===== src/logic/periph_pkg.sv =====
// Fixed 32-bit AHB-Lite data path and a 16-byte window per slave with no error response
`default_nettype none

package periph_pkg;

    // ------------------------------
    // Widths that carry a meaning
    // ------------------------------
    typedef logic [31:0] haddr_t;     // Bus address
    typedef logic [31:0] hdata_t;     // Bus data word
    typedef logic [3:0]  hstrb_t;     // One bit per byte lane
    typedef logic [1:0]  reg_ofs_t;   // Word offset in a slave window
    typedef logic [7:0]  uart_byte_t; // Serial character

    // Transfer type codes of a real transfer
    localparam logic [1:0] HTRANS_NONSEQ = 2'b10;
    localparam logic [1:0] HTRANS_SEQ    = 2'b11;

    // Transfer size codes
    localparam logic [2:0] HSIZE_BYTE = 3'b000;
    localparam logic [2:0] HSIZE_HALF = 3'b001;
    localparam logic [2:0] HSIZE_WORD = 3'b010;

    // ------------------------------
    // Address map and registers
    // ------------------------------
    localparam haddr_t GPIO_BASE         = 32'h4000_0000;
    localparam haddr_t UART_BASE         = 32'h4000_0010;
    localparam int     SLAVE_WINDOW_BITS = 4;             // 16 bytes each

    localparam reg_ofs_t GPIO_OUT_OFS  = 2'd0;
    localparam reg_ofs_t GPIO_OE_OFS   = 2'd1;
    localparam reg_ofs_t GPIO_IN_OFS   = 2'd2;           // Read only
    localparam reg_ofs_t UART_DATA_OFS = 2'd0;
    localparam reg_ofs_t UART_STAT_OFS = 2'd1;

    localparam int STAT_TX_BUSY_BIT  = 0;
    localparam int STAT_RX_VALID_BIT = 1;

    // ------------------------------
    // Bus structs
    // ------------------------------
    typedef struct packed {
        haddr_t     haddr;
        logic [1:0] htrans;
        logic [2:0] hsize;
        logic       hwrite;
        hdata_t     hwdata;   // Belongs to the data phase
    } ahb_m2s_t;

    typedef struct packed {
        hdata_t hrdata;
        logic   hready;
        logic   hresp;        // Tied to OKAY
    } ahb_s2m_t;

    // Data-phase access handed to one slave
    typedef struct packed {
        logic     wr;
        logic     rd;
        reg_ofs_t ofs;
        hstrb_t   wstrb;
        hdata_t   wdata;
    } slv_access_t;

    // FSM states of the serial engines
    typedef enum logic [1:0] {TX_IDLE, TX_START, TX_DATA, TX_STOP} tx_state_t;
    typedef enum logic [1:0] {RX_IDLE, RX_START, RX_DATA, RX_STOP} rx_state_t;

endpackage

`default_nettype wire


===== src/logic/ahb_decoder.sv =====
// Single AHB-Lite master assumed and unmapped space reads zero with writes dropped
`default_nettype none

module ahb_decoder
(
    input  wire logic                 clk,
    input  wire logic                 RSTn,
    input  wire periph_pkg::ahb_m2s_t i_bus,
    output periph_pkg::ahb_s2m_t      o_bus,
    output periph_pkg::slv_access_t   o_gpio_acc,
    output periph_pkg::slv_access_t   o_uart_acc,
    input  wire periph_pkg::hdata_t   i_gpio_rdata,
    input  wire periph_pkg::hdata_t   i_uart_rdata,
    input  wire logic                 i_uart_ready
);
    import periph_pkg::*;

    logic     addr_valid;  // Address phase accepted this edge
    logic     hit_gpio;
    logic     hit_uart;
    hstrb_t   strb_a;      // Lanes of the address phase
    logic     dp_gpio;     // Data phase owners
    logic     dp_uart;
    logic     dp_write;
    reg_ofs_t dp_ofs;
    hstrb_t   dp_strb;

    // ------------------------------
    // Address phase
    // ------------------------------
    assign addr_valid = o_bus.hready &&
                        (i_bus.htrans == HTRANS_NONSEQ || i_bus.htrans == HTRANS_SEQ);
    assign hit_gpio = i_bus.haddr[31:SLAVE_WINDOW_BITS] == GPIO_BASE[31:SLAVE_WINDOW_BITS];
    assign hit_uart = i_bus.haddr[31:SLAVE_WINDOW_BITS] == UART_BASE[31:SLAVE_WINDOW_BITS];

    // Byte strobes from size and low address
    always_comb
    begin
        case (i_bus.hsize)
            HSIZE_BYTE: strb_a = hstrb_t'(4'b0001 << i_bus.haddr[1:0]);
            HSIZE_HALF: strb_a = i_bus.haddr[1] ? 4'b1100 : 4'b0011;
            HSIZE_WORD: strb_a = 4'b1111;
            default:    strb_a = 4'b0000; // Wider than the bus
        endcase
    end

    always_ff @(posedge clk or negedge RSTn)
    begin
        if (!RSTn)
        begin
            dp_gpio  <= 1'b0;
            dp_uart  <= 1'b0;
            dp_write <= 1'b0;
        end
        else if (o_bus.hready)  // Held through a stall
        begin
            dp_gpio  <= addr_valid && hit_gpio;
            dp_uart  <= addr_valid && hit_uart;
            dp_write <= i_bus.hwrite;
        end
    end

    always_ff @(posedge clk)
    begin
        if (o_bus.hready)
        begin
            dp_ofs  <= i_bus.haddr[SLAVE_WINDOW_BITS-1:2];
            dp_strb <= strb_a;
        end
    end

    // ------------------------------
    // Data phase
    // ------------------------------
    assign o_gpio_acc = '{wr:    dp_gpio && dp_write,
                          rd:    dp_gpio && !dp_write,
                          ofs:   dp_ofs,
                          wstrb: dp_strb,
                          wdata: i_bus.hwdata};

    assign o_uart_acc = '{wr:    dp_uart && dp_write,
                          rd:    dp_uart && !dp_write,
                          ofs:   dp_ofs,
                          wstrb: dp_strb,
                          wdata: i_bus.hwdata};

    always_comb
    begin
        o_bus.hresp  = 1'b0;                          // Always OKAY
        o_bus.hready = dp_uart ? i_uart_ready : 1'b1; // Only the UART stalls
        if (dp_gpio)
            o_bus.hrdata = i_gpio_rdata;
        else if (dp_uart)
            o_bus.hrdata = i_uart_rdata;
        else
            o_bus.hrdata = '0;                        // Unmapped or idle
    end

endmodule

`default_nettype wire


===== src/logic/ahb_gpio.sv =====
// GPIO_WIDTH from 1 to 32 with pins above it reading zero and no tristate pad here
`default_nettype none

module ahb_gpio
#(
    parameter int GPIO_WIDTH = 32
)
(
    input  wire logic                    clk,
    input  wire logic                    RSTn,
    input  wire periph_pkg::slv_access_t i_acc,
    output periph_pkg::hdata_t           o_rdata,
    input  wire logic [GPIO_WIDTH-1:0]   i_gpio_in,
    output logic [GPIO_WIDTH-1:0]        o_gpio_out,
    output logic [GPIO_WIDTH-1:0]        o_gpio_oe
);
    import periph_pkg::*;

    typedef logic [GPIO_WIDTH-1:0] pins_t;

    pins_t out_q;    // Output data
    pins_t oe_q;     // Output enable
    pins_t in_s1;    // Synchroniser stage 1
    pins_t in_s2;    // Stage 2 seen by reads

    // Keep old bits where the lane strobe is clear
    function automatic pins_t merge_lanes(input pins_t old_q, input hdata_t wdata,
                                          input hstrb_t strb);
        pins_t res;
        res = old_q;
        for (int i = 0; i < GPIO_WIDTH; i++)
        begin
            if (strb[i/8])
                res[i] = wdata[i];
        end
        return res;
    endfunction

    // ------------------------------
    // Registers
    // ------------------------------
    always_ff @(posedge clk or negedge RSTn)
    begin
        if (!RSTn)
        begin
            out_q <= '0;
            oe_q  <= '0;
            in_s1 <= '0;
            in_s2 <= '0;
        end
        else
        begin
            in_s1 <= i_gpio_in;  // Pins are asynchronous
            in_s2 <= in_s1;
            if (i_acc.wr && i_acc.ofs == GPIO_OUT_OFS)
                out_q <= merge_lanes(out_q, i_acc.wdata, i_acc.wstrb);
            if (i_acc.wr && i_acc.ofs == GPIO_OE_OFS)
                oe_q <= merge_lanes(oe_q, i_acc.wdata, i_acc.wstrb);
            // IN offset is read only
        end
    end

    assign o_gpio_out = out_q;
    assign o_gpio_oe  = oe_q;

    // Zero-extended read mux
    always_comb
    begin
        o_rdata = '0;
        if (i_acc.rd)
        begin
            case (i_acc.ofs)
                GPIO_OUT_OFS: o_rdata = hdata_t'(out_q);
                GPIO_OE_OFS:  o_rdata = hdata_t'(oe_q);
                GPIO_IN_OFS:  o_rdata = hdata_t'(in_s2);
                default:      o_rdata = '0;
            endcase
        end
    end

endmodule

`default_nettype wire


===== src/logic/ahb_uart.sv =====
// One-byte receive holding register that is overwritten when not read in time
`default_nettype none

module ahb_uart
(
    input  wire logic                    clk,
    input  wire logic                    RSTn,
    input  wire periph_pkg::slv_access_t i_acc,
    output periph_pkg::hdata_t           o_rdata,
    output logic                         o_ready,
    output logic                         o_tx_start,
    output periph_pkg::uart_byte_t       o_tx_byte,
    input  wire logic                    i_tx_busy,
    input  wire logic                    i_rx_strobe,
    input  wire periph_pkg::uart_byte_t  i_rx_byte,
    output logic                         o_irq
);
    import periph_pkg::*;

    logic       tx_wr;       // DATA write carrying lane 0
    logic       data_rd;     // DATA read, pops the byte
    logic       rx_valid_q;
    uart_byte_t rx_data_q;

    assign tx_wr   = i_acc.wr && i_acc.ofs == UART_DATA_OFS && i_acc.wstrb[0];
    assign data_rd = i_acc.rd && i_acc.ofs == UART_DATA_OFS;

    // ------------------------------
    // Transmit side
    // ------------------------------
    assign o_tx_start = tx_wr && !i_tx_busy;
    assign o_tx_byte  = i_acc.wdata[7:0];
    assign o_ready    = !(tx_wr && i_tx_busy);  // Stall until the engine is idle

    // ------------------------------
    // Receive side
    // ------------------------------
    always_ff @(posedge clk or negedge RSTn)
    begin
        if (!RSTn)
            rx_valid_q <= 1'b0;
        else if (i_rx_strobe)
            rx_valid_q <= 1'b1;   // New byte wins over a read
        else if (data_rd)
            rx_valid_q <= 1'b0;
    end

    always_ff @(posedge clk)
    begin
        if (i_rx_strobe)
            rx_data_q <= i_rx_byte;
    end

    assign o_irq = rx_valid_q;

    always_comb
    begin
        o_rdata = '0;
        if (i_acc.rd)
        begin
            case (i_acc.ofs)
                UART_DATA_OFS: o_rdata = hdata_t'(rx_data_q);
                UART_STAT_OFS:
                begin
                    o_rdata[STAT_TX_BUSY_BIT]  = i_tx_busy;
                    o_rdata[STAT_RX_VALID_BIT] = rx_valid_q;
                end
                default: o_rdata = '0;
            endcase
        end
    end

endmodule

`default_nettype wire


===== src/logic/periph_soc.sv =====
// AHB-Lite peripheral subsystem with the bus master outside and pins without pads
`default_nettype none

module periph_soc
#(
    parameter int GPIO_WIDTH   = 32,
    parameter int CLKS_PER_BIT = 16
)
(
    input  wire logic                 clk,
    input  wire logic                 RSTn,
    input  wire periph_pkg::ahb_m2s_t i_bus,
    output periph_pkg::ahb_s2m_t      o_bus,
    input  wire logic [GPIO_WIDTH-1:0] i_gpio_in,
    output logic [GPIO_WIDTH-1:0]     o_gpio_out,
    output logic [GPIO_WIDTH-1:0]     o_gpio_oe,
    input  wire logic                 i_rxd,
    output logic                      o_txd,
    output logic                      o_irq
);
    import periph_pkg::*;

    // ------------------------------
    // Bus side
    // ------------------------------
    slv_access_t gpio_acc;
    slv_access_t uart_acc;
    hdata_t      gpio_rdata;
    hdata_t      uart_rdata;
    logic        uart_ready;   // Low while TX is back-pressured

    // Between UART registers and engines
    logic        tx_start;
    uart_byte_t  tx_byte;
    logic        tx_busy;
    logic        rx_strobe;
    uart_byte_t  rx_byte;

    ahb_decoder u_ahb_decoder
    (
        .clk          (clk),
        .RSTn         (RSTn),
        .i_bus        (i_bus),
        .o_bus        (o_bus),
        .o_gpio_acc   (gpio_acc),
        .o_uart_acc   (uart_acc),
        .i_gpio_rdata (gpio_rdata),
        .i_uart_rdata (uart_rdata),
        .i_uart_ready (uart_ready)
    );

    ahb_gpio #(.GPIO_WIDTH(GPIO_WIDTH)) u_ahb_gpio
    (
        .clk        (clk),
        .RSTn       (RSTn),
        .i_acc      (gpio_acc),
        .o_rdata    (gpio_rdata),
        .i_gpio_in  (i_gpio_in),
        .o_gpio_out (o_gpio_out),
        .o_gpio_oe  (o_gpio_oe)
    );

    ahb_uart u_ahb_uart
    (
        .clk         (clk),
        .RSTn        (RSTn),
        .i_acc       (uart_acc),
        .o_rdata     (uart_rdata),
        .o_ready     (uart_ready),
        .o_tx_start  (tx_start),
        .o_tx_byte   (tx_byte),
        .i_tx_busy   (tx_busy),
        .i_rx_strobe (rx_strobe),
        .i_rx_byte   (rx_byte),
        .o_irq       (o_irq)
    );

    // ------------------------------
    // Serial engines
    // ------------------------------
    uart_tx #(.CLKS_PER_BIT(CLKS_PER_BIT)) u_uart_tx
    (
        .clk     (clk),
        .RSTn    (RSTn),
        .i_start (tx_start),
        .i_byte  (tx_byte),
        .o_busy  (tx_busy),
        .o_txd   (o_txd)
    );

    uart_rx #(.CLKS_PER_BIT(CLKS_PER_BIT)) u_uart_rx
    (
        .clk      (clk),
        .RSTn     (RSTn),
        .i_rxd    (i_rxd),
        .o_strobe (rx_strobe),
        .o_byte   (rx_byte)
    );

endmodule

`default_nettype wire


===== src/logic/uart_rx.sv =====
// 8N1 LSB first with CLKS_PER_BIT of 4 or more and framing errors dropped silently
`default_nettype none

module uart_rx
#(
    parameter int CLKS_PER_BIT = 16
)
(
    input  wire logic              clk,
    input  wire logic              RSTn,
    input  wire logic              i_rxd,
    output logic                   o_strobe,
    output periph_pkg::uart_byte_t o_byte
);
    import periph_pkg::*;

    localparam int               CNT_W    = $clog2(CLKS_PER_BIT);
    localparam logic [CNT_W-1:0] BIT_END  = CNT_W'(CLKS_PER_BIT - 1);
    localparam logic [CNT_W-1:0] HALF_END = CNT_W'(CLKS_PER_BIT / 2 - 1);

    rx_state_t        state;
    logic [CNT_W-1:0] cnt;
    logic [2:0]       idx;
    uart_byte_t       shreg;    // Filled from the MSB end
    logic             rxd_s1;
    logic             rxd_s2;   // Synchronised line
    logic             bit_end;

    assign bit_end = cnt == BIT_END;

    // ------------------------------
    // Synchroniser and FSM
    // ------------------------------
    always_ff @(posedge clk or negedge RSTn)
    begin
        if (!RSTn)
        begin
            rxd_s1   <= 1'b1;
            rxd_s2   <= 1'b1;
            state    <= RX_IDLE;
            cnt      <= '0;
            idx      <= '0;
            o_strobe <= 1'b0;
        end
        else
        begin
            rxd_s1   <= i_rxd;
            rxd_s2   <= rxd_s1;
            o_strobe <= 1'b0;        // One cycle pulse
            cnt      <= cnt + 1'b1;
            case (state)
                RX_IDLE:
                begin
                    cnt <= '0;
                    if (!rxd_s2)         // Falling edge of the start bit
                        state <= RX_START;
                end
                RX_START:
                begin
                    if (cnt == HALF_END)
                    begin
                        cnt   <= '0;
                        idx   <= '0;
                        state <= rxd_s2 ? RX_IDLE : RX_DATA; // Glitch check
                    end
                end
                RX_DATA:
                begin
                    if (bit_end)         // Middle of a data bit
                    begin
                        cnt <= '0;
                        idx <= idx + 1'b1;
                        if (idx == 3'd7)
                            state <= RX_STOP;
                    end
                end
                RX_STOP:
                begin
                    if (bit_end)
                    begin
                        cnt      <= '0;
                        state    <= RX_IDLE;
                        o_strobe <= rxd_s2;  // Low stop bit drops the byte
                    end
                end
                default: state <= RX_IDLE;
            endcase
        end
    end

    always_ff @(posedge clk)
    begin
        if (state == RX_DATA && bit_end)
            shreg <= {rxd_s2, shreg[7:1]};
    end

    assign o_byte = shreg;

endmodule

`default_nettype wire


===== src/logic/uart_tx.sv =====
// 8N1 LSB first with CLKS_PER_BIT of 4 or more and a frame that takes 10 bit times
`default_nettype none

module uart_tx
#(
    parameter int CLKS_PER_BIT = 16
)
(
    input  wire logic                   clk,
    input  wire logic                   RSTn,
    input  wire logic                   i_start,
    input  wire periph_pkg::uart_byte_t i_byte,
    output logic                        o_busy,
    output logic                        o_txd
);
    import periph_pkg::*;

    localparam int               CNT_W   = $clog2(CLKS_PER_BIT);
    localparam logic [CNT_W-1:0] BIT_END = CNT_W'(CLKS_PER_BIT - 1);

    tx_state_t        state;
    logic [CNT_W-1:0] cnt;      // Clocks into the current bit
    logic [2:0]       idx;      // Data bit index
    uart_byte_t       shreg;    // Bits still to send, LSB next
    logic             bit_end;

    assign bit_end = cnt == BIT_END;
    assign o_busy  = state != TX_IDLE;

    always_ff @(posedge clk or negedge RSTn)
    begin
        if (!RSTn)
        begin
            state <= TX_IDLE;
            cnt   <= '0;
            idx   <= '0;
            o_txd <= 1'b1;       // Line idles high
        end
        else
        begin
            cnt <= (state == TX_IDLE || bit_end) ? '0 : cnt + 1'b1;
            case (state)
                TX_IDLE:
                begin
                    if (i_start)
                    begin
                        state <= TX_START;
                        o_txd <= 1'b0;   // Start bit
                    end
                end
                TX_START:
                begin
                    if (bit_end)
                    begin
                        state <= TX_DATA;
                        idx   <= '0;
                        o_txd <= shreg[0];
                    end
                end
                TX_DATA:
                begin
                    if (bit_end)
                    begin
                        if (idx == 3'd7)
                        begin
                            state <= TX_STOP;
                            o_txd <= 1'b1;    // Stop bit
                        end
                        else
                        begin
                            idx   <= idx + 1'b1;
                            o_txd <= shreg[1]; // Next one before the shift
                        end
                    end
                end
                TX_STOP:
                begin
                    if (bit_end)
                        state <= TX_IDLE;
                end
                default: state <= TX_IDLE;
            endcase
        end
    end

    // Shift register
    always_ff @(posedge clk)
    begin
        if (state == TX_IDLE && i_start)
            shreg <= i_byte;
        else if (state == TX_DATA && bit_end)
            shreg <= shreg >> 1;
    end

endmodule

`default_nettype wire


===== config.mk =====
export PLATFORM = sky130hd
export DESIGN_NAME = periph_soc
export DESIGN_NICKNAME = d
export VERILOG_FILES = /design/src/logic/periph_pkg.sv /design/src/logic/ahb_decoder.sv /design/src/logic/ahb_gpio.sv /design/src/logic/ahb_uart.sv /design/src/logic/periph_soc.sv /design/src/logic/uart_rx.sv /design/src/logic/uart_tx.sv
export SDC_FILE = /design/constraint.sdc
export NUM_CORES = 1
export LEC_CHECK = 0
export BUFFER_PORTS_ARGS = -buffer_cell sky130_fd_sc_hd__clkbuf_2
export CORE_MARGIN = 5
export CORE_UTILIZATION = 45
export CTS_BUF_LIST = sky130_fd_sc_hd__clkbuf_4 sky130_fd_sc_hd__clkbuf_8 sky130_fd_sc_hd__clkbuf_16
export CTS_CLUSTER_SIZE = 10
export DETAILED_ROUTE_END_ITERATION = 16
export PLACE_DENSITY = 0.76
export SYNTH_ARGS = -nofsm -noshare
export SYNTH_HDL_FRONTEND = slang
export SYNTH_SLANG_ARGS = --single-unit

===== constraint.sdc =====
create_clock -name clk -period 5.57 [get_ports clk]
set_clock_uncertainty 0.15 [all_clocks]
set_input_delay 1.671 -clock clk [delete_from_list [all_inputs] [get_ports clk]]
set_output_delay 1.671 -clock clk [all_outputs]
set_load 0.005 [all_outputs]

# ---- Word-level counts from Yosys, hierarchy flattened
# Cells that the tools add are included.
dict set report classes {
  n_addsub 4
  multipliers 0
  div 0
  n_lt_le_gt_ge 0
  eq_ne 30
  shifts 1
  n_mux 45
  n_bitwise 0
  n_reduce_logical 46
}
# cell count
set op_table {}
lappend op_table {{$mux 32} 4}
lappend op_table {{$pmux 32 s3} 1}
lappend op_table {{$eq 28x27->1 const B} 2}
lappend op_table {{$pmux 4 s3} 2}
lappend op_table {{$mux 2} 11}
lappend op_table {{$ne 2x1->1 const B} 9}
lappend op_table {{$logic_and 1x1->1} 17}
lappend op_table {{$mux 4} 4}
lappend op_table {{$mux 8} 2}
lappend op_table {{$pmux 2 s4} 2}
lappend op_table {{$reduce_and 2->1} 8}
lappend op_table {{$mux 3} 5}
lappend op_table {{$eq 2x2->1 const B} 7}
lappend op_table {{$pmux 3 s2} 2}
lappend op_table {{$reduce_and 5->1} 2}
lappend op_table {{$reduce_bool 2->1} 5}
lappend op_table {{$mux 1} 9}
lappend op_table {{$add 4x1->4 const B} 2}
lappend op_table {{$eq 4x4->1 const B} 2}
lappend op_table {{$reduce_and 4->1} 2}
lappend op_table {{$add 3x1->3 const B} 2}
lappend op_table {{$eq 2x1->1 const B} 3}
lappend op_table {{$eq 3x3->1 const B} 2}
lappend op_table {{$logic_not 2->1} 3}
lappend op_table {{14 further kinds} 18}
dict set report totals {
  regBits 184
  latch_bits 0
  ramBits 0
  rom_bits 0
  out_inout_bits 100
  wordCells 155
  n_memories 0
}

# ---- Logic depth before layout (Yosys ltp)
dict set report logic_depth {
  ltp_word 8
  ltp_mapped 7
}

# ---- Hierarchy
# A second synthesis with hierarchy kept.
dict set report hier_totals {
  hier_cells 717
  area_unflattened_um2 8942.3
}
# mod n_inst cells_per_inst area_each_um2 seq_area_each_um2
set modules_own_cells {}
lappend modules_own_cells {ahb_gpio 1 354 5114.9 3203.1}
lappend modules_own_cells {ahb_decoder 1 155 1355.0 255.2}
lappend modules_own_cells {uart_tx 1 84 1001.0 491.7}
lappend modules_own_cells {uart_rx 1 65 840.8 543.0}
lappend modules_own_cells {ahb_uart 1 59 630.6 265.3}

# ---- Worst setup path before layout
# OpenSTA, ideal clock, no wires.
dict set report synth_timing {
  path_kind {reg2out}
  start {register u_ahb_decoder.dp_write}
  end {output o_bus[2] in the netlist's numbering}
  arrival_ns 1.369
  required_time_ns 3.749
  path_slack_ns 2.380
  stages_incl_launch_ff 4
  n_path_buf 0
  path_cell_list {dfrtp_1 > or3b_2 > nor3_4 > a221o_1}
}
# item line
set synth_rtl {}
lappend synth_rtl {{start, declared} ahb_decoder.sv:24} ;# logic dp_write;
lappend synth_rtl {{start signal, assigned} ahb_decoder.sv:59} ;# dp_write <= i_bus.hwrite;
lappend synth_rtl {{end, declared} periph_soc.sv:13} ;# output periph_pkg::ahb_s2m_t o_bus,

==> impl_summary.txt <==
----------------------------------------------------
[Timing]
  Setup violators final ... 0
  Clock period minus final worst setup slack ... 4570 ps
  Max-slew violations ... 0
  Final period util ... 82.1%
  Transition time at the pin with the least slew margin ... 1080 ps
  Final Hold Fails ... 0
  Maximum clock frequency ... 0.219 GHz
  RSZ-0062 raised after global routing ... false
  Worst max-slew margin expressed relative to the limit ... 28.0%
  Post-Route Setup TNS ... 0 ps

[Power]
  Pwr per Cell Area ... 317 mW/mm^2
  Sequential share of power ... 49.4%
  Net Sw Power ... 724 uW
  Int Pwr ... 2.28 mW
  Clock power share ... 41.0%
  Maximum vdd drop ... 203 uV
  Total power after layout ... 3.00 mW
  Portion of total power attributed to combinational logic ... 9.6%
  Reported leakage power ... 4.58 nW
  Switching Share ... 24.1%

[Global route]
  All-layer global routing usage ... 18.4%
  Remaining global-route overflow ... 0
  Antenna violations before repair ... 0
  Pin count of the biggest net entering global routing ... 81
  Number of global-route vias before repair ... 5459
  Global-route wire length before repair ... 28.5 mm

[Synth]
  Number of synthesis warnings ... 0
  Syn nets ... 674
  Post-synth EDFFs ... 30
  Share of the yosys chip area belonging to registers ... 62.3%
  Number of storage elements in the synthesis netlist ... 184
  Main synth FF type ... sky130_fd_sc_hd__dfrtp_1
  Share of async-settable or async-resettable flops after synthesis ... 83.7%
  Synthesized cell area ... 0.00764 sq mm
  Synth unique cells ... 55
  Syn_area_per_cell ... 13.8 sq um
  Synthesized instance count ... 554

[Floorplanning]
  Die Area ... 0.0197 sq mm
  Initial cell density of the core ... 45.9%
  Placeable core region ... 0.0166 sq mm
  Die Wd ... 140 microns
  Number of cell rows ... 47
  I/O pin cnt ... 205
  Die height ... 140 microns

[Detailed routing]
  Total wire length ... 17.4 mm
  Starting DRC count in detailed routing ... 283
  Routed via count ... 5035
  Final routed DRC violation total ... 0
  Antenna Nets Post-Route ... 0
  Via density per instance ... 5.07
  Total iterations of the first detailed-routing run ... 5
  Post-DR wirelength/cell ... 17.5 microns

[Worst setup path]
  Kind of end point of the critical path ... output pin
  WS Path Type ... reg2out
  Maximum fanout along the worst path ... 24
  FF-to-FF path depth ... 5
  Kind of start point of the critical path ... register
  Data required time at the worst endpoint ... 3750 ps
  Worst flop-to-flop path endpoint ... u_ahb_gpio.o_gpio_oe[9]
  Worst flop-to-flop path startpoint ... u_ahb_decoder.dp_ofs[0]
  Critical path data arrival time ... 2750 ps
  Setup slack of the worst register-to-register path ... 2520 ps

[Final layout]
  Layout cell share with drive strength beyond 1 ... 43.1%
  Area Growth Syn to Fin ... 24.1%
  Antenna fix cells ... 0
  Filler-free cell count of the finished design ... 993
  Most used cells in the layout excluding fill and tap cells ... 201 x sky130_fd_sc_hd__clkbuf_2, 151 x sky130_fd_sc_hd__dfrtp_1, 66 x sky130_fd_sc_hd__nor2_1
  Most frequent standard cell in the layout excluding fill and tap cells ... sky130_fd_sc_hd__clkbuf_2
  Number of nets in the final layout ... 880

[Clock network]
  Number of clock sinks ... 184
  Post-CTS Setup Repair Bufs ... 0
  Post-CTS clock slew at the launch and capture registers of the worst setup and hold paths ... 70 ps
  Total CTS buffers ... 17
  Cell at the root of the clock tree ... sky130_fd_sc_hd__clkbuf_16
  Post-cts resize count ... 0
  H-tree depth ... 4
  Hold buffer count at CTS ... 0
  Clock Tree Buf Depth ... 2
  TritonCTS clock tree ... built
  Insertion delay to the later sink of the worst-skew pair ... 430 ps

[Status]
  Result of the run ... completed

[Placement]
  Detailed placer's ending HPWL ... 12.6 mm
  Routability-driven placement congestion ratio ... 0.774
  Placed Instances ... 961
  Buffers on Ports ... 202

[Worst hold path]
  Startpoint of the lowest-slack hold path ... u_ahb_gpio.in_s1[6]
  Type of the worst min-delay path ... reg2reg
  Cell depth of the worst hold path ... 0
  Hold worst-path end ... u_ahb_gpio.in_s2[6]

[Flow run]
  # Max-Cap Violations ... 0

----------------------------------------------------
final cells by class:
class / instances / area [sq um]
multi-input cells: 334 / 2710
repair buffers: 208 / 1070
well taps: 220 / 275
flip-flops and latches: 184 / 4760
clock buffers: 21 / 473
inverters: 15 / 56.3
fillers: 1375 / 7160
clock inverters: 11 / 135
cell families after synthesis:
group | Yosys count | synth area share [%]
AO/OA/AOI/OAI | 71 | 5.52
adder cells (fa/ha/maj) | 15 | 2.46
other | 1 | 0.0491
XOR/XNOR | 3 | 0.344
AND/OR/NAND/NOR | 136 | 9.72
buffers and inverters | 36 | 2.29
flip-flops | 184 | 62.3
multiplexers | 108 | 17.3
power by group through the flow:
stage / registers (mW) / logic (mW) / clock network [mW]
CTS: 1.48 / 0.294 / 1.27
global route: 1.49 / 0.324 / 1.32
global placement: 1.50 / 0.278 / 0
detailed placement: 1.51 / 0.291 / 0
floorplan: 1.49 / 0.164 / 0
finish: 1.48 / 0.289 / 1.23
flip-flops by register name (all words and copies together), names as in the netlist, 2 cells and up, named ones only:
| signal | count |
|---|---|
| u_ahb_gpio.in_s1 | 32 |
| u_ahb_gpio.in_s2 | 32 |
| u_ahb_gpio.o_gpio_oe | 32 |
| u_ahb_gpio.o_gpio_out | 32 |
| u_ahb_uart.rx_data_q | 8 |
| u_uart_rx.o_byte | 8 |
| u_uart_tx.shreg | 8 |
| u_ahb_decoder.dp_strb | 4 |
| u_uart_rx.cnt | 4 |
| u_uart_tx.cnt | 4 |
| u_uart_rx.idx | 3 |
| u_uart_tx.idx | 3 |
| u_ahb_decoder.dp_ofs | 2 |
| u_uart_tx.state | 2 |
through the flow:
| step | setup WS (ps) | cell area, sq um | hold slack [ps] | util, % |
|---|---|---|---|---|
| 3_5_place_dp | 1390 | 8870 | 185 | 53.3 |
| 3_3_place_gp | 1420 | 8870 | 181 | 53.3 |
| 2_1_floorplan | 2380 | 7640 | 181 | - |
| 5_1_grt | 799 | 9480 | 198 | 57.0 |
| 6_report | 996 | 9480 | 192 | 57.0 |
| 4_1_cts | 917 | 9480 | 197 | 57.0 |
critical path, cell delays in order (launching register included):
cell,delay (ps)
sky130_fd_sc_hd__edfxtp_1,1060
sky130_fd_sc_hd__nor2b_2,470
sky130_fd_sc_hd__buf_4,380
sky130_fd_sc_hd__a21oi_1,120
sky130_fd_sc_hd__nor2_1,140
sky130_fd_sc_hd__clkbuf_2,140
synthesized netlist by cell type (2+ instances only):
library cell               instances  share of area (%)
sky130_fd_sc_hd__nor3_1            7               0.46
sky130_fd_sc_hd__nand4b_1          2               0.23
sky130_fd_sc_hd__edfxtp_1         30                 12
sky130_fd_sc_hd__mux2_2           35                5.2
sky130_fd_sc_hd__buf_6             4               0.59
sky130_fd_sc_hd__nor4_1            5               0.41
sky130_fd_sc_hd__nand2_8           4                1.0
sky130_fd_sc_hd__inv_1            15               0.74
sky130_fd_sc_hd__a221o_1           2               0.26
sky130_fd_sc_hd__a21o_1            3               0.29
sky130_fd_sc_hd__dfstp_2           3                1.0
sky130_fd_sc_hd__xnor2_1           2               0.23
sky130_fd_sc_hd__nand3_1           4               0.26
sky130_fd_sc_hd__clkbuf_1         10               0.49
sky130_fd_sc_hd__a21oi_1          38                2.5
sky130_fd_sc_hd__and3_1            3               0.25
sky130_fd_sc_hd__nor4b_1           5               0.57
sky130_fd_sc_hd__o21ai_0          14               0.92
sky130_fd_sc_hd__dfrtp_1         151                 49
sky130_fd_sc_hd__nand2b_1          2               0.16
sky130_fd_sc_hd__ha_1             15                2.5
sky130_fd_sc_hd__mux2i_1          33                4.3
sky130_fd_sc_hd__nor2_1           66                3.2
sky130_fd_sc_hd__buf_2             4               0.26
sky130_fd_sc_hd__nand2_2           4               0.33
sky130_fd_sc_hd__nor3b_1           2               0.20
sky130_fd_sc_hd__a22o_1            5               0.57
sky130_fd_sc_hd__nand3b_1          3               0.29
sky130_fd_sc_hd__o22ai_1           2               0.16
sky130_fd_sc_hd__mux2_4           39                7.7
sky130_fd_sc_hd__nand2_1          18               0.88
layer usage:
layer / track usage, % / up-vias / routed length [microns]
li1: - / 2366 / -
met1: 23.4 / 2476 / 7140
met2: 30.4 / 171 / 8810
met3: 5.08 / 22 / 1110
met4: 6.27 / 0 / 334
met5: 0 / - / 0
how the worst max path moves through the flow:
stage / slack (ps) / endpoint / start
after floorplan: 2380 / o_bus[2] / u_ahb_decoder.dp_write
after global placement: 1420 / o_bus[16] / u_ahb_decoder.dp_ofs[1]
after detailed placement: 1390 / o_bus[16] / u_ahb_decoder.dp_ofs[1]
after CTS: 920 / o_bus[16] / u_ahb_decoder.dp_ofs[1]
after global routing: 800 / o_bus[21] / u_ahb_decoder.dp_ofs[1]
final: 1000 / o_bus[21] / u_ahb_decoder.dp_ofs[1]
No activity file was read; power rests on OpenSTA's default activity.
